### config.mk
export PLATFORM = sky130hd
export DESIGN_NAME = vrf_request_router
export DESIGN_NICKNAME = d
export VERILOG_FILES = /design/src/source/vrf_pkg.sv /design/src/source/vrf_request_router.sv
export SDC_FILE = /design/constraint.sdc
export NUM_CORES = 1
export LEC_CHECK = 0
export ABC_AREA = 1
export BUFFER_PORTS_ARGS = -buffer_cell sky130_fd_sc_hd__buf_2
export CAP_MARGIN = 20
export CELL_PAD_IN_SITES_DETAIL_PLACEMENT = 0
export CELL_PAD_IN_SITES_GLOBAL_PLACEMENT = 1
export CORE_AREA = 4 4 154 156
export DETAILED_ROUTE_END_ITERATION = 12
export DIE_AREA = 0 0 158 160
export PLACE_DENSITY = 0.89
export SYNTH_ARGS = -nofsm -noshare
export SYNTH_HDL_FRONTEND = slang
export SYNTH_SLANG_ARGS = --single-unit
### constraint.sdc
create_clock -name vclk -period 1
set_input_delay 0.1 -clock vclk [all_inputs]
set_output_delay 0.1 -clock vclk [all_outputs]
set_load 0.05 [all_outputs]
### src/source/vrf_pkg.sv
package vrf_pkg;

  ////////////////////////////////////////
  // Sizes
  ////////////////////////////////////////

  // Data word and its byte lanes
  localparam int unsigned WORD_WIDTH = 32;
  localparam int unsigned BE_WIDTH   = 4;
  localparam int unsigned BYTE_WIDTH = WORD_WIDTH / BE_WIDTH;

  // Register file geometry
  localparam int unsigned NR_VREG        = 8;
  localparam int unsigned WORDS_PER_VREG = 8;
  localparam int unsigned NR_BANKS       = 4;
  localparam int unsigned ROWS_PER_BANK  = NR_VREG * WORDS_PER_VREG / NR_BANKS;

  // Port counts
  localparam int unsigned NR_WRITE_PORTS = 3;
  localparam int unsigned NR_READ_PORTS  = 5;
  localparam int unsigned NR_BANK_SLOTS  = 3;

  ////////////////////////////////////////
  // Derived widths
  ////////////////////////////////////////

  localparam int unsigned ADDR_WIDTH = $clog2(NR_VREG * WORDS_PER_VREG);
  localparam int unsigned BANK_WIDTH = $clog2(NR_BANKS);
  localparam int unsigned ROW_WIDTH  = $clog2(ROWS_PER_BANK);
  localparam int unsigned SLOT_WIDTH = $clog2(NR_BANK_SLOTS);

  ////////////////////////////////////////
  // Port indices
  ////////////////////////////////////////

  // Write ports, lower index wins a bank
  localparam int unsigned FU_WR   = 0;
  localparam int unsigned LSU_WR  = 1;
  localparam int unsigned SLDU_WR = 2;

  // Read ports
  localparam int unsigned FU_VS2_RD = 0;
  localparam int unsigned FU_VS1_RD = 1;
  localparam int unsigned FU_VD_RD  = 2;
  localparam int unsigned LSU_RD    = 3;
  localparam int unsigned SLDU_RD   = 4;

  // Bank read slots
  // Slot 0 takes vs2 then the slide unit, slot 1 takes vs1 then the LSU
  localparam int unsigned SLOT_VS2 = 0;
  localparam int unsigned SLOT_VS1 = 1;
  localparam int unsigned SLOT_VD  = 2;

  ////////////////////////////////////////
  // Address word
  ////////////////////////////////////////

  // Words of a register are interleaved over the banks
  typedef struct packed {
    logic [ROW_WIDTH-1:0]  row;
    logic [BANK_WIDTH-1:0] bank;
  } vrf_addr_fields_t;

  // Flat view is vreg * WORDS_PER_VREG + word
  typedef union packed {
    logic [ADDR_WIDTH-1:0] flat;
    vrf_addr_fields_t      fields;
  } vrf_addr_u;

endpackage

### src/source/vrf_request_router.sv
`timescale 1ns/1ps

module vrf_request_router (
  // Write requests
  input  vrf_pkg::vrf_addr_u [vrf_pkg::NR_WRITE_PORTS-1:0]                        waddr_i,
  input  logic [vrf_pkg::NR_WRITE_PORTS-1:0][vrf_pkg::WORD_WIDTH-1:0]             wdata_i,
  input  logic [vrf_pkg::NR_WRITE_PORTS-1:0][vrf_pkg::BE_WIDTH-1:0]               wbe_i,
  input  logic [vrf_pkg::NR_WRITE_PORTS-1:0]                                      we_i,
  output logic [vrf_pkg::NR_WRITE_PORTS-1:0]                                      wvalid_o,
  // Read requests
  input  vrf_pkg::vrf_addr_u [vrf_pkg::NR_READ_PORTS-1:0]                         raddr_i,
  input  logic [vrf_pkg::NR_READ_PORTS-1:0]                                       re_i,
  // Bank write side
  output logic [vrf_pkg::NR_BANKS-1:0]                                            bank_we_o,
  output logic [vrf_pkg::NR_BANKS-1:0][vrf_pkg::ROW_WIDTH-1:0]                    bank_waddr_o,
  output logic [vrf_pkg::NR_BANKS-1:0][vrf_pkg::WORD_WIDTH-1:0]                   bank_wdata_o,
  output logic [vrf_pkg::NR_BANKS-1:0][vrf_pkg::BE_WIDTH-1:0]                     bank_wbe_o,
  // Bank read side
  output logic [vrf_pkg::NR_BANKS-1:0][vrf_pkg::NR_BANK_SLOTS-1:0][vrf_pkg::ROW_WIDTH-1:0]
                                                                                  bank_raddr_o,
  // Per read port grant and location
  output logic [vrf_pkg::NR_READ_PORTS-1:0]                                       rgrant_o,
  output logic [vrf_pkg::NR_READ_PORTS-1:0][vrf_pkg::BANK_WIDTH-1:0]              rbank_o,
  output logic [vrf_pkg::NR_READ_PORTS-1:0][vrf_pkg::SLOT_WIDTH-1:0]              rslot_o
);

  ////////////////////////////////////////
  // Request decode
  ////////////////////////////////////////

  logic [vrf_pkg::NR_BANKS-1:0][vrf_pkg::NR_WRITE_PORTS-1:0] write_req;
  logic [vrf_pkg::NR_BANKS-1:0][vrf_pkg::NR_READ_PORTS-1:0]  read_req;

  for (genvar b = 0; b < vrf_pkg::NR_BANKS; b++) begin : gen_req
    for (genvar w = 0; w < vrf_pkg::NR_WRITE_PORTS; w++) begin : gen_wreq
      assign write_req[b][w] = we_i[w] &&
                               (waddr_i[w].fields.bank == vrf_pkg::BANK_WIDTH'(b));
    end
    for (genvar r = 0; r < vrf_pkg::NR_READ_PORTS; r++) begin : gen_rreq
      assign read_req[b][r] = re_i[r] &&
                              (raddr_i[r].fields.bank == vrf_pkg::BANK_WIDTH'(b));
    end
  end

  ////////////////////////////////////////
  // Write arbitration
  ////////////////////////////////////////

  always_comb begin : proc_write
    bank_we_o    = '0;
    bank_waddr_o = '0;
    bank_wdata_o = '0;
    bank_wbe_o   = '0;
    wvalid_o     = '0;

    // Functional unit first, then LSU, then slide unit
    for (int unsigned b = 0; b < vrf_pkg::NR_BANKS; b++) begin
      if (write_req[b][vrf_pkg::FU_WR]) begin
        bank_we_o[b]             = 1'b1;
        bank_waddr_o[b]          = waddr_i[vrf_pkg::FU_WR].fields.row;
        bank_wdata_o[b]          = wdata_i[vrf_pkg::FU_WR];
        bank_wbe_o[b]            = wbe_i[vrf_pkg::FU_WR];
        wvalid_o[vrf_pkg::FU_WR] = 1'b1;
      end else if (write_req[b][vrf_pkg::LSU_WR]) begin
        bank_we_o[b]              = 1'b1;
        bank_waddr_o[b]           = waddr_i[vrf_pkg::LSU_WR].fields.row;
        bank_wdata_o[b]           = wdata_i[vrf_pkg::LSU_WR];
        bank_wbe_o[b]             = wbe_i[vrf_pkg::LSU_WR];
        wvalid_o[vrf_pkg::LSU_WR] = 1'b1;
      end else if (write_req[b][vrf_pkg::SLDU_WR]) begin
        bank_we_o[b]               = 1'b1;
        bank_waddr_o[b]            = waddr_i[vrf_pkg::SLDU_WR].fields.row;
        bank_wdata_o[b]            = wdata_i[vrf_pkg::SLDU_WR];
        bank_wbe_o[b]              = wbe_i[vrf_pkg::SLDU_WR];
        wvalid_o[vrf_pkg::SLDU_WR] = 1'b1;
      end
    end
  end

  ////////////////////////////////////////
  // Read slot arbitration
  ////////////////////////////////////////

  always_comb begin : proc_read
    bank_raddr_o = '0;
    rgrant_o     = '0;
    rbank_o      = '0;
    rslot_o      = '0;

    for (int unsigned b = 0; b < vrf_pkg::NR_BANKS; b++) begin
      // Slot 0, vs2 ahead of the slide unit
      if (read_req[b][vrf_pkg::FU_VS2_RD]) begin
        bank_raddr_o[b][vrf_pkg::SLOT_VS2] = raddr_i[vrf_pkg::FU_VS2_RD].fields.row;
        rgrant_o[vrf_pkg::FU_VS2_RD]       = 1'b1;
        rbank_o[vrf_pkg::FU_VS2_RD]        = vrf_pkg::BANK_WIDTH'(b);
        rslot_o[vrf_pkg::FU_VS2_RD]        = vrf_pkg::SLOT_WIDTH'(vrf_pkg::SLOT_VS2);
      end else if (read_req[b][vrf_pkg::SLDU_RD]) begin
        bank_raddr_o[b][vrf_pkg::SLOT_VS2] = raddr_i[vrf_pkg::SLDU_RD].fields.row;
        rgrant_o[vrf_pkg::SLDU_RD]         = 1'b1;
        rbank_o[vrf_pkg::SLDU_RD]          = vrf_pkg::BANK_WIDTH'(b);
        rslot_o[vrf_pkg::SLDU_RD]          = vrf_pkg::SLOT_WIDTH'(vrf_pkg::SLOT_VS2);
      end

      // Slot 1, vs1 ahead of the LSU
      if (read_req[b][vrf_pkg::FU_VS1_RD]) begin
        bank_raddr_o[b][vrf_pkg::SLOT_VS1] = raddr_i[vrf_pkg::FU_VS1_RD].fields.row;
        rgrant_o[vrf_pkg::FU_VS1_RD]       = 1'b1;
        rbank_o[vrf_pkg::FU_VS1_RD]        = vrf_pkg::BANK_WIDTH'(b);
        rslot_o[vrf_pkg::FU_VS1_RD]        = vrf_pkg::SLOT_WIDTH'(vrf_pkg::SLOT_VS1);
      end else if (read_req[b][vrf_pkg::LSU_RD]) begin
        bank_raddr_o[b][vrf_pkg::SLOT_VS1] = raddr_i[vrf_pkg::LSU_RD].fields.row;
        rgrant_o[vrf_pkg::LSU_RD]          = 1'b1;
        rbank_o[vrf_pkg::LSU_RD]           = vrf_pkg::BANK_WIDTH'(b);
        rslot_o[vrf_pkg::LSU_RD]           = vrf_pkg::SLOT_WIDTH'(vrf_pkg::SLOT_VS1);
      end

      // Slot 2 belongs to vd alone
      if (read_req[b][vrf_pkg::FU_VD_RD]) begin
        bank_raddr_o[b][vrf_pkg::SLOT_VD] = raddr_i[vrf_pkg::FU_VD_RD].fields.row;
        rgrant_o[vrf_pkg::FU_VD_RD]       = 1'b1;
        rbank_o[vrf_pkg::FU_VD_RD]        = vrf_pkg::BANK_WIDTH'(b);
        rslot_o[vrf_pkg::FU_VD_RD]        = vrf_pkg::SLOT_WIDTH'(vrf_pkg::SLOT_VD);
      end
    end
  end

  ////////////////////////////////////////
  // Checks
  ////////////////////////////////////////

  for (genvar b = 0; b < vrf_pkg::NR_BANKS; b++) begin : gen_wr_check
    a_one_write_per_bank: assert final ($onehot0(write_req[b] & wvalid_o))
      else $error("vrf_request_router: several writes granted on bank %0d", b);
  end

  a_grant_has_request: assert final ((rgrant_o & ~re_i) == '0)
    else $error("vrf_request_router: read granted without request");

endmodule

==> results of run 1 <==
-- worst max-delay path, stage by stage --
cell     delay (ps)
buf_12          120
buf_6           110
nor2_4          180
buf_12          180
buf_16          140
nand3_1         100
nand2_1         100
inv_1            70
nand2_4          70
buf_8           140
-- final cells by class --
type	count	area (um^2)
antenna	3	7.51
fill	1541	6320
inverter	163	678
multi-input combinational	899	8150
tap	285	357
timing repair buffer	566	6850
-- routing by layer --
metal | GRT usage [%] | share of wire, %
met5 | 0 | 0
met4 | 9.19 | 4.3
met3 | 4.53 | 9.2
met2 | 47.9 | 49
met1 | 35.0 | 38
-- worst max path at each step --
stage,start,to,slack [ps],depth (start not counted)
after floorplan,re_i[1],rslot_o[6],-610,6
after global placement,waddr_i[12],bank_wdata_o[44],-520,9
after detailed placement,waddr_i[12],bank_wdata_o[44],-540,9
after CTS,waddr_i[0],bank_waddr_o[3],-340,9
after global routing,waddr_i[7],bank_wbe_o[4],-460,10
final,waddr_i[7],bank_wbe_o[4],-420,10
-- through the flow --
step           utilization [%]  hold WS, ps
2_1_floorplan                -          400
3_3_place_gp              45.5          530
3_5_place_dp              45.5          532
4_1_cts                   61.1          532
5_1_grt                   71.7          546
6_report                  71.7          540
-- cells by family after synthesis --
logic type	Yosys count	share of synthesized area (%)
simple gates	856	73.8
compound gates	36	4.59
buf+inv	246	21.5
other cells	1	0.0781
-- placed cells by master, fill, tap and decap left out --
cell type   netlist  routed
a21oi_2           0       2
a21oi_4           0       1
buf_12            0      62
buf_16            0      22
buf_2            45     160
buf_4            14      64
buf_6             0      76
buf_8             0     160
clkbuf_16         0      17
clkbuf_4          0       5
clkinv_8          0       2
clkinvlp_4        0       3
conb_1            1       7
diode_2           0       3
inv_1           159     112
inv_2             4      37
inv_4             0       6
inv_6             0       3
nand2_1         518     250
nand2_2           0     111
nand2_4           0     146
nand2_8           0      11
nand3_1         251      55
nand3_2           1      43
nand3_4           0     154
nand3b_1          1       1
nand4_1           2       2
nor2_1           82      27
nor2_2            1      29
nor2_4            0      27
o21ai_2           0       1
o22ai_2           0       9
o22ai_4           0      23
-- where the power goes --
group               total (W)    internal [W]  switching [W]  leakage [nW]
clock          0.000000000401  0.000000000401              0     0.0000190
combinational         0.00886         0.00345        0.00541          7.80
sequential                  0               0              0             0
-- repair_timing --
| action | in CTS | in global routing |
|---|---|---|
| resized for setup | 764 | 530 |
| buffers inserted | 22 | 15 |
| cloned | 23 | 22 |
| pin swaps | 63 | 133 |
| hold buffers | 0 | 0 |
| setup endpoints to repair | 217 | 224 |
==> implementation parameters, run 1 <==
Parameter                              Value

Worst setup path
  Category of the most critical setup path ... in2out
  Data required time at the worst endpoint ... 900 ps
  Max FO, Critical Path ... 8
  Endpoint type of the worst setup path ... output pin
  Arrival time at the worst endpoint ... 1320 ps
  Nature of the critical path startpoint ... primary input

Hold path
  Hold endpoint ... wvalid_o[0]
  Type of the worst min-delay path ... in2out
  Cell depth of the worst min-delay path ... 2
  Source of the worst hold timing path ... we_i[0]

Power
  Leakage power summed over all cells ... 7.80 nW
  Maximum vdd drop ... 0.000506 V
  Cell Pwr Density ... 552 nW/um^2
  Total chip power ... 0.00886 W

Layout
  Summed area of non-filler cells in the final layout ... 16000 um^2
  Fraction of final layout cells with drive strength greater than 1 ... 72.1%
  Number of clock buffer instances in the layout ... 0
  Final Non-Filler Cells ... 1916
  Synth-to-layout area growth ... 234%
  Final nets ... 1794
  Footprint of the flip-flops and latches ... 0 um^2
  Flip-flop and latch count ... 0

Timing
  Shortest period the worst path allows ... 1420 ps
  Total negative slack for setup checks ... -52080 ps
  Total of endpoints with negative setup slack in the final report ... 195
  Final setup margin ... -422 ps
  Final cycle utilization of the critical path ... 142%
  Number of hold violations in the final report ... 0
  Fin. max-slew vios ... 0
  Max Freq ... 703 MHz
  Unrepaired setup endpoints after global routing ... true

Job
  Count of maximum capacitance violations ... 0

Synthesis
  Cell with the most instances after synthesis ... nand2_1
  Leading area contributor after synthesis ... nand2_1
  Top cell types by occurrence after synthesis ... nand2_1 (518), nand3_1 (251), inv_1 (159), nor2_1 (82), buf_2 (45)
  Number of different library cells in the post-synthesis netlist ... 17
  Cells after synthesis ... 1139
  Largest cells by area after synthesis ... nand2_1 (41%), nand3_1 (26%), inv_1 (12%)
  Area share of the largest cell type after synthesis ... 40.5%
  Sequential fraction of the synthesis area ... 0%
  Syn avg cell area ... 4.21 um^2
  Synthesis warning total ... 0
  Syn Std Cell Area ... 4800 um^2

Global routing
  Overall routing resource usage ... 27.8%
  Antenna violations before repair ... 3
  Number of global-route vias before repair ... 9841
  Wire length of the first global-routing pass ... 56.4 mm
  Pin count of the biggest net entering global routing ... 28
  Global route total overflow ... 0

Routing
  Initial detailed-routing violation count ... 822
  Drt wl/cell ... 23.2 um
  Detailed Routing Iterations Pass 1 ... 6
  Via count ... 10300
  Residual DRC count ... 0
  DR vias/cell ... 5.37
  Antenna violation net count after detailed routing ... 0
  Routed Wire Length ... 44.5 mm

Die
  Placement row count ... 55
  Total die area ... 25300 um^2
  Width of the chip ... 158 um
  Number of top-level pins ... 404
  Overall die height ... 160 um
  Starting density of the core ... 21.5%
  Area of the core ... 22400 um^2

Placed design
  Detailed placement HPWL ... 24.7 mm
  Placed instance count ... 1836
  Placer Congestion ... 0.915
  Pre-CTS setup slack ... -539 ps
  Post-Place Cell Area ... 10200 um^2
  Count of buffers from port buffering ... 397

Status
  Failing checks ... negative setup slack
  Status ... complete, but fails checks
(Power assumes the default switching activity.)
==> run 2: changes to the inputs <==
--- a/config.mk
+++ b/config.mk
@@ -14,6 +14,7 @@
 export DETAILED_ROUTE_END_ITERATION = 12
 export DIE_AREA = 0 0 158 160
 export PLACE_DENSITY = 0.89
+export SETUP_SLACK_MARGIN = 0.1
 export SYNTH_ARGS = -nofsm -noshare
 export SYNTH_HDL_FRONTEND = slang
 export SYNTH_SLANG_ARGS = --single-unit
==> implementation parameters, run 2 (synthesized netlist as in run 1, its figures left out) <==
Parameter                              Value

Placed design
  Placer Congestion ... 0.865
  Pre-CTS setup slack ... -609 ps
  Post-Place Cell Area ... 12500 um^2
  Detailed placement HPWL ... 26.2 mm
  Count of buffers from port buffering ... 397
  Placed instance count ... 1864

Timing
  Fin. max-slew vios ... 0
  Number of hold violations in the final report ... 0
  Final cycle utilization of the critical path ... 147%
  Total of endpoints with negative setup slack in the final report ... 200
  Unrepaired setup endpoints after global routing ... true
  Max Freq ... 682 MHz
  Final setup margin ... -467 ps
  Total negative slack for setup checks ... -64570 ps
  Shortest period the worst path allows ... 1470 ps

Routing
  Residual DRC count ... 0
  Initial detailed-routing violation count ... 708
  Antenna violation net count after detailed routing ... 0
  DR vias/cell ... 5.48
  Detailed Routing Iterations Pass 1 ... 7
  Via count ... 10800
  Routed Wire Length ... 49.2 mm
  Drt wl/cell ... 25.0 um

Die
  Area of the core ... 22400 um^2
  Placement row count ... 55
  Width of the chip ... 158 um
  Total die area ... 25300 um^2
  Overall die height ... 160 um
  Starting density of the core ... 21.5%
  Number of top-level pins ... 404

Layout
  Number of clock buffer instances in the layout ... 0
  Final Non-Filler Cells ... 1972
  Util after Layout ... 82.0%
  Final nets ... 1842
  Synth-to-layout area growth ... 282%
  Footprint of the flip-flops and latches ... 0 um^2
  Flip-flop and latch count ... 0
  Commonest non-fill, non-tap cell in the layout ... nand2_1
  Commonest non-fill, non-tap cells in the layout ... nand2_1 (232), buf_8 (153), buf_2 (151)
  Fraction of final layout cells with drive strength greater than 1 ... 73.0%
  Summed area of non-filler cells in the final layout ... 18400 um^2

Job
  Count of maximum capacitance violations ... 0

Worst setup path
  Max FO, Critical Path ... 7
  Data required time at the worst endpoint ... 900 ps
  Nature of the critical path startpoint ... primary input
  Start point of the critical path ... waddr_i[0]
  Endpoint type of the worst setup path ... output pin
  Arrival time at the worst endpoint ... 1370 ps
  Category of the most critical setup path ... in2out

Global routing
  Antenna violations before repair ... 11
  Global route total overflow ... 0
  Overall routing resource usage ... 33.7%
  Pin count of the biggest net entering global routing ... 43
  Wire length of the first global-routing pass ... 66.9 mm
  Number of global-route vias before repair ... 11300

Power
  Cell Pwr Density ... 538 nW/um^2
  Internal power summed over all cells ... 0.00393 W
  Switching part of the total power ... 60.2%
  NetSw ... 0.00594 W
  Power share of the sequential group ... 0%
  Leakage power summed over all cells ... 8.64 nW
  Clock power frac ... 0%
  Maximum vdd drop ... 0.000587 V
  Share of total power in combinational logic ... 100.0%

Hold path
  Type of the worst min-delay path ... in2out
  Source of the worst hold timing path ... re_i[0]

Status
  Status ... complete, but fails checks
  Failing checks ... negative setup slack

Clock tree
  Hold buffers post-CTS ... 0
==> run 2: path summary, 6_finish.rpt <==
| check | to | slack, ps | cells past startpoint |
|---|---|---|---|
| min | rgrant_o[0] | 530 | 2 |
| max | wvalid_o[2] | -470 | 10 |
==> run 2: per-layer routing <==
layer	vias up	GRT usage (%)	routed length [um]
met5	-	0	0
met4	0	17.6	3550
met3	255	7.99	4020
met2	706	59.8	24800
met1	5186	36.6	16800
li1	4669	-	-
==> run 2: timing repair <==
action / CTS / global route
setup buffers: 52 / 15
resized for setup: 831 / 362
endpoints found under the setup margin: 227 / 226
cloned: 33 / 6
pin swaps: 85 / 85
hold endpoints to repair: 0 / 0
==> run 2: area by class of cell <==
| type | count | area (um^2) |
|---|---|---|
| multi-input combinational | 899 | 9660 |
| timing repair buffer | 614 | 7590 |
| fill | 1087 | 4020 |
| inverter | 163 | 718 |
| tap | 285 | 357 |
| antenna | 11 | 27.5 |
==> run 2: critical path: stages <==
cell and delay [ps]:
buf_12 120, inv_1 70, nand3_2 140, nand2_2 130
nor2_4 60, buf_4 180, buf_16 170, nor2_1 150
nand2_2 90, buf_12 150
==> run 2: stage by stage <==
step / power [W] / hold WS, ps
3_3_place_gp: 0.00688 / 580
6_report: 0.00986 / 527
2_1_floorplan: 0.00478 / 322
5_1_grt: 0.0102 / 533
4_1_cts: 0.00906 / 533
3_5_place_dp: 0.00692 / 585
==> run 2: power by group through the flow <==
stage / Clock [W] / Combinational, W / Sequential, W
after CTS: 0 / 0.00906 / 0
after global placement: 0 / 0.00688 / 0
after global routing: 0.00000000147 / 0.0102 / 0
after detailed placement: 0 / 0.00692 / 0
final: 0.00000000147 / 0.00986 / 0
after floorplan: 0 / 0.00478 / 0
