## src/source/vrf_pkg.sv

```systemverilog
package vrf_pkg;

  ////////////////////////////////////////
  // Sizes
  ////////////////////////////////////////

  // Data word and its byte lanes
  localparam int unsigned WORD_WIDTH = 32;
  localparam int unsigned BE_WIDTH   = 4;
  localparam int unsigned BYTE_WIDTH = WORD_WIDTH / BE_WIDTH;

  // Register file geometry
  localparam int unsigned NR_VREG        = 8;
  localparam int unsigned WORDS_PER_VREG = 8;
  localparam int unsigned NR_BANKS       = 4;
  localparam int unsigned ROWS_PER_BANK  = NR_VREG * WORDS_PER_VREG / NR_BANKS;

  // Port counts
  localparam int unsigned NR_WRITE_PORTS = 3;
  localparam int unsigned NR_READ_PORTS  = 5;
  localparam int unsigned NR_BANK_SLOTS  = 3;

  ////////////////////////////////////////
  // Derived widths
  ////////////////////////////////////////

  localparam int unsigned ADDR_WIDTH = $clog2(NR_VREG * WORDS_PER_VREG);
  localparam int unsigned BANK_WIDTH = $clog2(NR_BANKS);
  localparam int unsigned ROW_WIDTH  = $clog2(ROWS_PER_BANK);
  localparam int unsigned SLOT_WIDTH = $clog2(NR_BANK_SLOTS);

  ////////////////////////////////////////
  // Port indices
  ////////////////////////////////////////

  // Write ports, lower index wins a bank
  localparam int unsigned FU_WR   = 0;
  localparam int unsigned LSU_WR  = 1;
  localparam int unsigned SLDU_WR = 2;

  // Read ports
  localparam int unsigned FU_VS2_RD = 0;
  localparam int unsigned FU_VS1_RD = 1;
  localparam int unsigned FU_VD_RD  = 2;
  localparam int unsigned LSU_RD    = 3;
  localparam int unsigned SLDU_RD   = 4;

  // Bank read slots
  // Slot 0 takes vs2 then the slide unit, slot 1 takes vs1 then the LSU
  localparam int unsigned SLOT_VS2 = 0;
  localparam int unsigned SLOT_VS1 = 1;
  localparam int unsigned SLOT_VD  = 2;

  ////////////////////////////////////////
  // Address word
  ////////////////////////////////////////

  // Words of a register are interleaved over the banks
  typedef struct packed {
    logic [ROW_WIDTH-1:0]  row;
    logic [BANK_WIDTH-1:0] bank;
  } vrf_addr_fields_t;

  // Flat view is vreg * WORDS_PER_VREG + word
  typedef union packed {
    logic [ADDR_WIDTH-1:0] flat;
    vrf_addr_fields_t      fields;
  } vrf_addr_u;

endpackage

```

## src/source/vrf_read_return.sv

```systemverilog
`timescale 1ns/1ps

module vrf_read_return (
  // Slot data from all banks
  input  logic [vrf_pkg::NR_BANKS-1:0][vrf_pkg::NR_BANK_SLOTS-1:0][vrf_pkg::WORD_WIDTH-1:0]
                                                                      bank_rdata_i,
  // Grant and location per read port
  input  logic [vrf_pkg::NR_READ_PORTS-1:0]                           rgrant_i,
  input  logic [vrf_pkg::NR_READ_PORTS-1:0][vrf_pkg::BANK_WIDTH-1:0]  rbank_i,
  input  logic [vrf_pkg::NR_READ_PORTS-1:0][vrf_pkg::SLOT_WIDTH-1:0]  rslot_i,
  // Read results
  output logic [vrf_pkg::NR_READ_PORTS-1:0][vrf_pkg::WORD_WIDTH-1:0]  rdata_o,
  output logic [vrf_pkg::NR_READ_PORTS-1:0]                           rvalid_o
);

  ////////////////////////////////////////
  // Data select
  ////////////////////////////////////////

  // Ungranted ports return zero
  always_comb begin
    for (int unsigned p = 0; p < vrf_pkg::NR_READ_PORTS; p++) begin
      if (rgrant_i[p]) begin
        rdata_o[p] = bank_rdata_i[rbank_i[p]][rslot_i[p]];
      end else begin
        rdata_o[p] = '0;
      end
    end
  end

  assign rvalid_o = rgrant_i;

  ////////////////////////////////////////
  // Checks
  ////////////////////////////////////////

  // Each bank slot drives at most one port
  for (genvar p = 0; p < vrf_pkg::NR_READ_PORTS; p++) begin : gen_port_a
    for (genvar q = p + 1; q < vrf_pkg::NR_READ_PORTS; q++) begin : gen_port_b
      a_slot_unique: assert final (!(rgrant_i[p] && rgrant_i[q] &&
                                     (rbank_i[p] == rbank_i[q]) &&
                                     (rslot_i[p] == rslot_i[q])))
        else $error("vrf_read_return: ports %0d and %0d share bank %0d slot %0d",
                    p, q, rbank_i[p], rslot_i[p]);
    end
  end

endmodule

```

## config.mk

```make
export PLATFORM = sky130hd
export DESIGN_NAME = vrf_read_return
export DESIGN_NICKNAME = d
export VERILOG_FILES = /design/src/source/vrf_pkg.sv /design/src/source/vrf_read_return.sv
export SDC_FILE = /design/constraint.sdc
export NUM_CORES = 1
export LEC_CHECK = 0
export BUFFER_PORTS_ARGS = -buffer_cell sky130_fd_sc_hd__buf_2
export CAP_MARGIN = 20
export CORE_AREA = 2 2 223 225
export DETAILED_ROUTE_END_ITERATION = 16
export DIE_AREA = 0 0 225 227
export GPL_ROUTABILITY_DRIVEN = 0
export PLACE_DENSITY = 0.58
export SKIP_LAST_GASP = 1
export SLEW_MARGIN = 20
export SYNTH_ARGS = -nofsm -noshare
export SYNTH_HDL_FRONTEND = slang
export SYNTH_SLANG_ARGS = --single-unit
export TNS_END_PERCENT = 1
```

## constraint.sdc

```tcl
create_clock -name vclk -period 1.5
set_clock_uncertainty 0.2 [all_clocks]
set_input_delay 0.15 -clock vclk [all_inputs]
set_output_delay 0.15 -clock vclk [all_outputs]
set_load 0.1 [all_outputs]
```

==> flow_summary_export.csv, run 1 <==
group,metric,value,unit
worst_hold_path,min-delay-start,"rgrant_i[4]",
synthesis,yosysMostFrequentCell,"mux2_2",
critical_path,crit_path_top_delay_cell,"o31ai_4",
detailed_routing,ant_nets,0,
floorplanning,core,0.0485,sq mm
cells_and_area,layout.nets,2590,
global_routing,antenna_found_initial,31,
pwr,switchingPower,7000,uW
pwr,intPower,5470,uW
critical_path,crit_fanout,9,
cells_and_area,register_area,0,sq um
pwr,totalPowerFinal,12500,uW
pwr,pwr-share-comb,100.0,%
sta,fin_setup_tns,-69.08,ns
synthesis,synth.area.top_cells,"mux4_2, mux2_2, nor2b_1, o22ai_1, o31ai_2",
sta,min_period_over_period,133,%
synthesis,synth-compound-area-share,15.5,%
pwr,seqPwrFrac,0,%
floorplanning,num_rows,81,
critical_path,crit_cells,8,
synthesis,syn_area,0.0166,sq mm
pwr,p_clk_share,0,%
pwr,p_leak,0.0101,uW
detailed_routing,via_count,19388,
global_routing,grt_max_degree,38,
critical_path,critical-path-max-stage-delay,0.35,ns
detailed_routing,drcViolationCount,0,
run,drv_cap,0,
synthesis,ys_types,29,
cells_and_area,clockBufferCount,0,
cells_and_area,stdcell_count,2826,
sta,relSlewSlack,67.8,%
synthesis,post-synth-top-area-fraction,41.6,%
sta,fmax,501,MHz
synthesis,synth-xor-area-share,0,%
cells_and_area,n_sequential_cell,0,
pwr,ir_worst_vdd,0.349,mV
sta,tightest_slew,0.487,ns
sta,min_period,1.99,ns
global_routing,grt_pass1_vias,19880,
synthesis,synth.area.mux_share,64.9,%
synthesis,yosys-top-cells-count,"mux2_2, mux4_2, nor2b_1, nand2_1, o22ai_1",
placement,post-dp-hpwl,70.1,mm
pwr,powerDensity,462,mW/mm^2
status,violations,"setup timing",
sta,worst_slack,-0.495,ns
sta,maxSlewViolCount,0,
synthesis,avgSynthCellArea,11.0,sq um
critical_path,path_cells,"buf_6, buf_12, buf_16, mux2_2, o22ai_1, buf_4, o31ai_4, buf_12",
cells_and_area,layout-drive-gt1-share,78.8,%
detailed_routing,drt-initial-drc-count,1926,
synthesis,yosys.area_share.simple,10.9,%
synthesis,yosysSeqAreaShare,0,%
critical_path,critPathArrivalTime,1.64,ns
global_routing,grt_use_total,34.1,%
status,outcome,"finished with violations",
synthesis,yosys.area.top_type,"mux4_2",
critical_path,worst-endpoint-required,1.15,ns
worst_hold_path,hold_class,"input port to primary output",
clock_network,post-cts-setup-buffers,0,
sta,setup_viol,160,
critical_path,endpoint_kind,"primary output",
synthesis,yosys.area_share.adder,0,%
synthesis,netlist_instances,1507,
global_routing,grt_pass1_wl,130,mm
critical_path,cp.buffers_inverters,5,
detailed_routing,totalWireLength,90.8,mm
detailed_routing,viasPerCell,6.86,
worst_hold_path,min_to,"rvalid_o[4]",
sta,hold_viol_final,0,
synthesis,syn_nets,1916,
floorplanning,die-height,227,microns
detailed_routing,drt_first_pass_iters,7,
floorplanning,ioPinCount,574,
placement,placedCellCount,2794,
critical_path,cp_common_cell,"buf_12",
critical_path,path_class,"input port to primary output",
critical_path,start_kind,"input port",
sta,rsz0062_at_grt,"true",
cells_and_area,area_growth,62.5,%
placement,port_buffers,574,
synthesis,synth_top_family_by_area,"multiplexers",
worst_hold_path,min_path_cells,2,
critical_path,critPathTopFamily,"buffers and inverters",
floorplanning,die_w,225,microns
pwr,switching_share,56.2,%
floorplanning,start_util,34.2,%
floorplanning,die_area,0.0511,sq mm
global_routing,overflow,0,
detailed_routing,wl_per_cell,32.1,microns
synthesis,yosys_warnings,0,
## area by class of cell
cell class                 instances  area [sq um]
multi-input combinational       1306         17200
tap                              622           778
fill                            4024         21600
timing repair buffer             873          8930
antenna                           25          62.6
## power by group through the flow
stage	clock, uW	combinational [uW]	sequential, uW
after floorplan	0	7620	0
after global placement	0	12000	0
after detailed placement	0	12100	0
after CTS	0	12300	0
after global routing	0.00116	12800	0
final	0.00216	12500	0
## cells by family after synthesis
kind of cell	Yosys count
and+or+nand+nor	352
buffers and inverters	201
muxes	634
AOI/OAI and AO/OA	320
## layer usage
layer / global-route usage [%] / share of wire [%] / up-vias
met3: 7.59 / 11 / 369
li1: - / - / 7704
met2: 58.1 / 48 / 1615
met1: 41.1 / 35 / 9680
met5: 0 / 0.14 / -
met4: 16.2 / 5.6 / 20
## metrics by stage
stage          cell area, sq um  setup WS, ns  utilization (%)  hold WS (ns)
3_5_place_dp              26500        -0.585             54.5         0.529
6_report                  27000        -0.495             55.6         0.534
4_1_cts                   26800        -0.480             55.2         0.529
3_3_place_gp              26500        -0.550             54.5         0.529
5_1_grt                   27000        -0.509             55.5         0.534
2_1_floorplan             18500        -0.882                -         0.312
## cells in the final DEF, fill, tap and decap left out, drive strengths merged
cell type	Yosys	final
nand2	160	160
bufbuf	0	4
and3	3	3
o22ai	154	154
a211oi	6	6
mux2i	3	3
nor2b	163	163
o31ai	154	154
mux2	311	311
or2b	1	1
o41ai	6	6
and3b	5	5
buf	138	867
clkbuf	62	2
nand2b	9	9
nor3b	3	3
mux4	320	320
or2	5	5
nor2	3	3
diode	0	25
## timing repair
item	in CTS	in global routing
setup endpoints to repair	160	160
gates resized for setup	37	26
hold buffers	0	0
pin swaps	2	1
gates cloned	6	2
endpoints found under the hold margin	0	0
## worst max-delay path by stage
stage / startpoint / endpoint / slack, ns
after floorplan: rbank_i[6] / rdata_o[126] / -0.88
after global placement: rbank_i[6] / rdata_o[97] / -0.55
after detailed placement: rbank_i[6] / rdata_o[104] / -0.59
after CTS: rbank_i[6] / rdata_o[126] / -0.48
after global routing: rbank_i[4] / rdata_o[79] / -0.51
final: rbank_i[4] / rdata_o[68] / -0.49
(Power assumes the default switching activity.)
==> run 2, diff against run 1 <==
--- a/config.mk
+++ b/config.mk
@@ -8,9 +8,11 @@
 export BUFFER_PORTS_ARGS = -buffer_cell sky130_fd_sc_hd__buf_2
 export CAP_MARGIN = 20
-export CORE_AREA = 2 2 223 225
+export CELL_PAD_IN_SITES_DETAIL_PLACEMENT = 1
+export CELL_PAD_IN_SITES_GLOBAL_PLACEMENT = 2
+export CORE_MARGIN = 2
+export CORE_UTILIZATION = 30
 export DETAILED_ROUTE_END_ITERATION = 16
-export DIE_AREA = 0 0 225 227
 export GPL_ROUTABILITY_DRIVEN = 0
-export PLACE_DENSITY = 0.58
+export PLACE_DENSITY = 0.79
 export SKIP_LAST_GASP = 1
 export SLEW_MARGIN = 20
==> constraint.sdc (replaced) <==
create_clock -name vclk -period 1.5
set_clock_uncertainty 0.2 [all_clocks]
set_input_delay 0.075 -clock vclk [all_inputs]
set_output_delay 0.075 -clock vclk [all_outputs]
set_load 0.1 [all_outputs]
==> run 2 against run 1 <==
The run still ends with setup timing left. Routed wire length rose by 10%. Worst hold slack worse by 0.16 ns. Count of clock-buffer cells in the layout stayed put. Cell count increased by 1.5%. Critical path depth down 1. Critical path type unchanged. Largest cell class unchanged.
==> flow_summary_export.csv, run 2 (same netlist as run 1, synthesis figures left out) <==
group,metric,value,unit
status,outcome,"finished with violations",
status,violations,"setup timing",
critical_path,crit_fanout,13,
cells_and_area,layout.nets,2564,
cells_and_area,register_area,0,sq um
critical_path,path_cells,"buf_6, buf_12, buf_12, mux4_2, nor2b_2, o31ai_4, buf_12",
cells_and_area,area_growth,62.6,%
critical_path,endpoint_kind,"primary output",
critical_path,critPathArrivalTime,1.64,ns
cells_and_area,fill_cells,5785,
worst_hold_path,hold_class,"input port to primary output",
floorplanning,ioPinCount,574,
placement,dp_slack,-0.395,ns
floorplanning,die-height,239,microns
detailed_routing,route.top_layer_used,"met5",
cells_and_area,multi_input_area,0.0174,sq mm
pwr,switchingPower,7280,uW
critical_path,worst-endpoint-required,1.22,ns
sta,min_period_over_period,128,%
placement,post-dp-hpwl,75.3,mm
placement,dpl_cell_area,0.0263,sq mm
detailed_routing,ant_nets,0,
sta,fin_setup_tns,-46.23,ns
detailed_routing,wl_per_cell,34.8,microns
pwr,p_clk_share,0,%
cells_and_area,n_sequential_cell,0,
floorplanning,core,0.0549,sq mm
sta,hold_viol_final,0,
cells_and_area,layout-drive-gt1-share,80.4,%
global_routing,grt_pass1_wl,142,mm
floorplanning,num_rows,86,
run,drv_cap,0,
critical_path,critical-path-max-stage-delay,0.58,ns
global_routing,grt_use_total,33.4,%
floorplanning,start_util,30.3,%
worst_hold_path,min-delay-start,"rgrant_i[4]",
global_routing,antenna_found_initial,19,
critical_path,cp_common_cell,"buf_12",
sta,tightest_slew,0.500,ns
cells_and_area,stdcell_count,2869,
critical_path,crit_path_top_delay_cell,"mux4_2",
pwr,p_leak,0.0100,uW
detailed_routing,viasPerCell,6.82,
critical_path,path_class,"input port to primary output",
cells_and_area,clockBufferCount,0,
sta,setup_viol,160,
critical_path,critPathTopFamily,"buffers and inverters",
detailed_routing,drcViolationCount,0,
detailed_routing,wl_met3,8.98,mm
detailed_routing,route.met2.wl,48.3,mm
global_routing,grt_max_degree,35,
global_routing,overflow,0,
pwr,seqPwrFrac,0,%
detailed_routing,via_count,19554,
sta,maxSlewViolCount,0,
detailed_routing,totalWireLength,99.9,mm
sta,worst_slack,-0.415,ns
sta,min_period,1.91,ns
sta,relSlewSlack,66.9,%
detailed_routing,drt_first_pass_iters,5,
floorplanning,die_w,239,microns
cells_and_area,design_area,0.0270,sq mm
placement,placedCellCount,2839,
global_routing,grt_pass1_vias,20871,
pwr,powerDensity,472,mW/mm^2
critical_path,cp.buffers_inverters,4,
cells_and_area,final_cell_mix,"buf_2, mux2_2, mux4_2",
clock_network,postCtsHoldBufs,0,
placement,port_buffers,574,
pwr,switching_share,57.2,%
sta,rsz0062_at_grt,"true",
cells_and_area,layout_commonest_cell,"buf_2",
pwr,intPower,5450,uW
pwr,ir_worst_vdd,0.342,mV
critical_path,crit_start,"rbank_i[8]",
critical_path,start_kind,"input port",
sta,fmax,522,MHz
floorplanning,die_area,0.0573,sq mm
detailed_routing,drt-initial-drc-count,2068,
pwr,pwr-share-comb,100.0,%
detailed_routing,wl_met1,36.9,mm
run 2: changes by cell type in the layout (fill, tap and decap cells not counted), sizes merged:
cell / before / now
diode: 25 / 12
clkbuf: 2 / 1
bufbuf: 4 / 1
buf: 867 / 845
run 2: layout make-up:
type / instances / area share [%]
multi-input combinational: 1306 / 64.4
tap: 704 / 3.26
antenna: 12 / 0.111
timing repair buffer: 847 / 32.2
run 2: final timing paths:
path  depth (start not counted)            to  slack (ns)
max                           7  rdata_o[135]       -0.41
min                           2   rvalid_o[4]        0.38
run 2: repair_timing:
action                     in CTS  in global routing
pin swaps                       0                  4
gates cloned                    5                  1
resized for setup              63                 57
setup buffers                   4                  9
setup endpoints to repair     160                160
run 2: power by group through the flow:
stage	combinational, uW	clock (uW)	sequential [uW]
floorplan	7620	0	0
global placement	12000	0	0
detailed placement	12300	0	0
CTS	12500	0	0
global route	13100	0.000803	0
finish	12700	0.000956	0
run 2: through the flow:
stage                     utilization (%)  hold slack [ns]  power, uW
after CTS                            48.6            0.371      12500
after global routing                 49.2            0.380      13100
after floorplan                         -            0.162       7620
after detailed placement             47.8            0.371      12300
final                                49.2            0.376      12700
after global placement               47.8            0.368      12000
run 2: per-layer routing:
| layer | vias up | global-route usage (%) |
|---|---|---|
| li1 | 7631 | - |
| met1 | 9971 | 41.1 |
| met2 | 1533 | 57.2 |
| met3 | 403 | 5.57 |
| met4 | 16 | 15.5 |
| met5 | - | 0 |
==> run 3, diff against run 2 <==
ABC_AREA = 1   (was not set)
CORE_MARGIN = not set   (was 2)
CORE_UTILIZATION = 22   (was 30)
PLACE_DENSITY = 0.78   (was 0.79)
==> run 3 against run 2 <==
The run still ends with setup timing left. Count of clock-buffer cells in the layout unchanged. Worst hold slack worse by 0.020 ns. Sequential share of layout area unchanged. Area after synthesis up 17%. Utilization down 12 points. Routed wire length up 63%. Largest cell class unchanged. Power up 14%.
==> flow_summary_export.csv, run 3 <==
group,metric,value,unit
status,outcome,"finished with violations",
status,violations,"setup timing",
floorplanning,start_util,22.3,%
pwr,p_clk_share,0,%
sta,fmax,555,MHz
cells_and_area,layout_commonest_cell,"nand2_1",
floorplanning,die_w,299,microns
synthesis,yosysSeqAreaShare,0,%
cells_and_area,fill_cells,11553,
detailed_routing,drcViolationCount,0,
synthesis,yosys-top-cells-count,"nand2_1, nand3_1, inv_1, a21oi_1, buf_2",
detailed_routing,drt-initial-drc-count,4003,
floorplanning,die_area,0.0895,sq mm
sta,tightest_slew,0.506,ns
pwr,switchingPower,9550,uW
cells_and_area,design_area,0.0322,sq mm
cells_and_area,n_sequential_cell,0,
pwr,intPower,4990,uW
sta,min_period_over_period,120,%
global_routing,grt_util_met2,50.1,%
pwr,pwr-share-comb,100.0,%
critical_path,path_class,"input port to primary output",
global_routing,grt_pass1_wl,231,mm
floorplanning,die-height,299,microns
run,drv_cap,0,
cells_and_area,layout-drive-gt1-share,28.0,%
placement,dp_slack,-0.389,ns
detailed_routing,wl_per_cell,27.0,microns
pwr,p_leak,0.0153,uW
synthesis,yosys_warnings,0,
critical_path,crit_start,"rbank_i[8]",
pwr,switching_share,65.7,%
placement,post-dp-hpwl,123,mm
cells_and_area,clockBufferCount,0,
sta,setup_viol,160,
synthesis,ys_types,14,
cells_and_area,area_growth,66.0,%
cells_and_area,final_cell_mix,"nand2_1, nand3_1, buf_2",
synthesis,netlist_instances,4269,
global_routing,use_met3,6.99,%
global_routing,busiest_layer,"met2",
critical_path,endpoint_kind,"primary output",
sta,rsz0062_at_grt,"true",
sta,maxSlewViolCount,0,
worst_hold_path,min-delay-start,"rgrant_i[4]",
cells_and_area,register_area,0,sq um
sta,worst_slack,-0.303,ns
pwr,powerDensity,451,mW/mm^2
synthesis,syn_area,0.0194,sq mm
detailed_routing,ant_nets,0,
global_routing,grt_use_total,34.4,%
synthesis,synth.area.top_cells,"nand2_1, nand3_1, a21oi_1, inv_1, o211ai_1",
global_routing,grt_max_degree,58,
sta,fin_setup_tns,-35.90,ns
sta,relSlewSlack,66.2,%
global_routing,met1_usage,48.8,%
synthesis,syn_nets,4678,
worst_hold_path,hold_class,"input port to primary output",
detailed_routing,viasPerCell,5.68,
sta,min_period,1.80,ns
detailed_routing,totalWireLength,163,mm
global_routing,overflow,0,
synthesis,yosysMostFrequentCell,"nand2_1",
critical_path,crit_fanout,8,
pwr,seqPwrFrac,0,%
critical_path,start_kind,"input port",
synthesis,post-synth-top-area-fraction,34.0,%
clock_network,postCtsHoldBufs,0,
detailed_routing,drt_first_pass_iters,5,
floorplanning,core,0.0872,sq mm
pwr,ir_worst_vdd,0.294,mV
floorplanning,num_rows,108,
critical_path,worst-endpoint-required,1.22,ns
critical_path,critPathArrivalTime,1.53,ns
global_routing,antenna_found_initial,33,
synthesis,yosys.area.top_type,"nand2_1",
cells_and_area,layout.nets,5248,
placement,dpl_cell_area,0.0306,sq mm
floorplanning,ioPinCount,574,
sta,hold_viol_final,0,
detailed_routing,via_count,34130,
synthesis,avgSynthCellArea,4.55,sq um
placement,port_buffers,574,
global_routing,grt_pass1_vias,31934,
[run 3: cell count changes after synthesis, sizes merged, moves of 311 or more]
cell   change
mux4     -320
inv      +345
mux2     -311
a21oi    +320
nand3   +1120
nand2   +1600
[run 3: area by class of cell]
type	instances	area, sq um	area share [%]
timing repair buffer	967	10800	33.3
antenna	17	42.5	0.132
multi-input combinational	3525	18700	57.9
inverter	345	1340	4.15
tap	1155	1450	4.48
[run 3: through the flow]
| step | instances | util, % | hold WS (ns) | power (uW) |
|---|---|---|---|---|
| detailed placement | 5951 | 35.1 | 0.358 | 13600 |
| CTS | 5990 | 36.9 | 0.359 | 14200 |
| finish | 6009 | 37.0 | 0.356 | 14500 |
| global placement | 5951 | 35.1 | 0.357 | 13400 |
| global route | 6005 | 37.0 | 0.360 | 15100 |
| floorplan | 4269 | - | 0.162 | 8010 |
[run 3: worst paths after layout]
kind	slack, ns	cells after the start	endpoint
worst min-delay path	0.36	2	rvalid_o[4]
worst max-delay path	-0.30	10	rdata_o[158]
[run 3: cell families (layout without fill, tap and decap cells)]
kind of cell / after synthesis / after routing / synth area share (%)
AOI/OAI and AO/OA: 640 / 640 / 18.6
buffers and inverters: 744 / 1312 / 18.5
and+or+nand+nor: 2885 / 2885 / 63.0
other: 0 / 17 / 0
[run 3: routing by layer]
metal,wire length [microns],vias to the layer above
met5,185,-
met4,8120,28
met3,16200,373
met2,66500,2011
met1,71500,16513
li1,-,15205
[run 3: timing repair]
action / 4_1_cts / 5_1_grt
endpoints found under the setup margin: 160 / 160
pin swaps: 109 / 8
buffers inserted: 15 / 1
gates cloned: 24 / 1
resized for setup: 161 / 11
[run 3: worst max-delay path, stage by stage]
cell	delay (ns)
clkbuf_16	0.16
buf_16	0.17
buf_12	0.16
buf_12	0.15
nand2_1	0.07
nand3_1	0.08
nand3_2	0.09
nand3_4	0.10
a21oi_4	0.23
buf_12	0.20
[run 3: power groups by stage]
stage	logic (uW)	clock network, uW	registers [uW]
6_report	14500	0.00152	0
3_5_place_dp	13600	0	0
5_1_grt	15100	0.00116	0
3_3_place_gp	13400	0	0
2_1_floorplan	8010	0	0
4_1_cts	14200	0	0
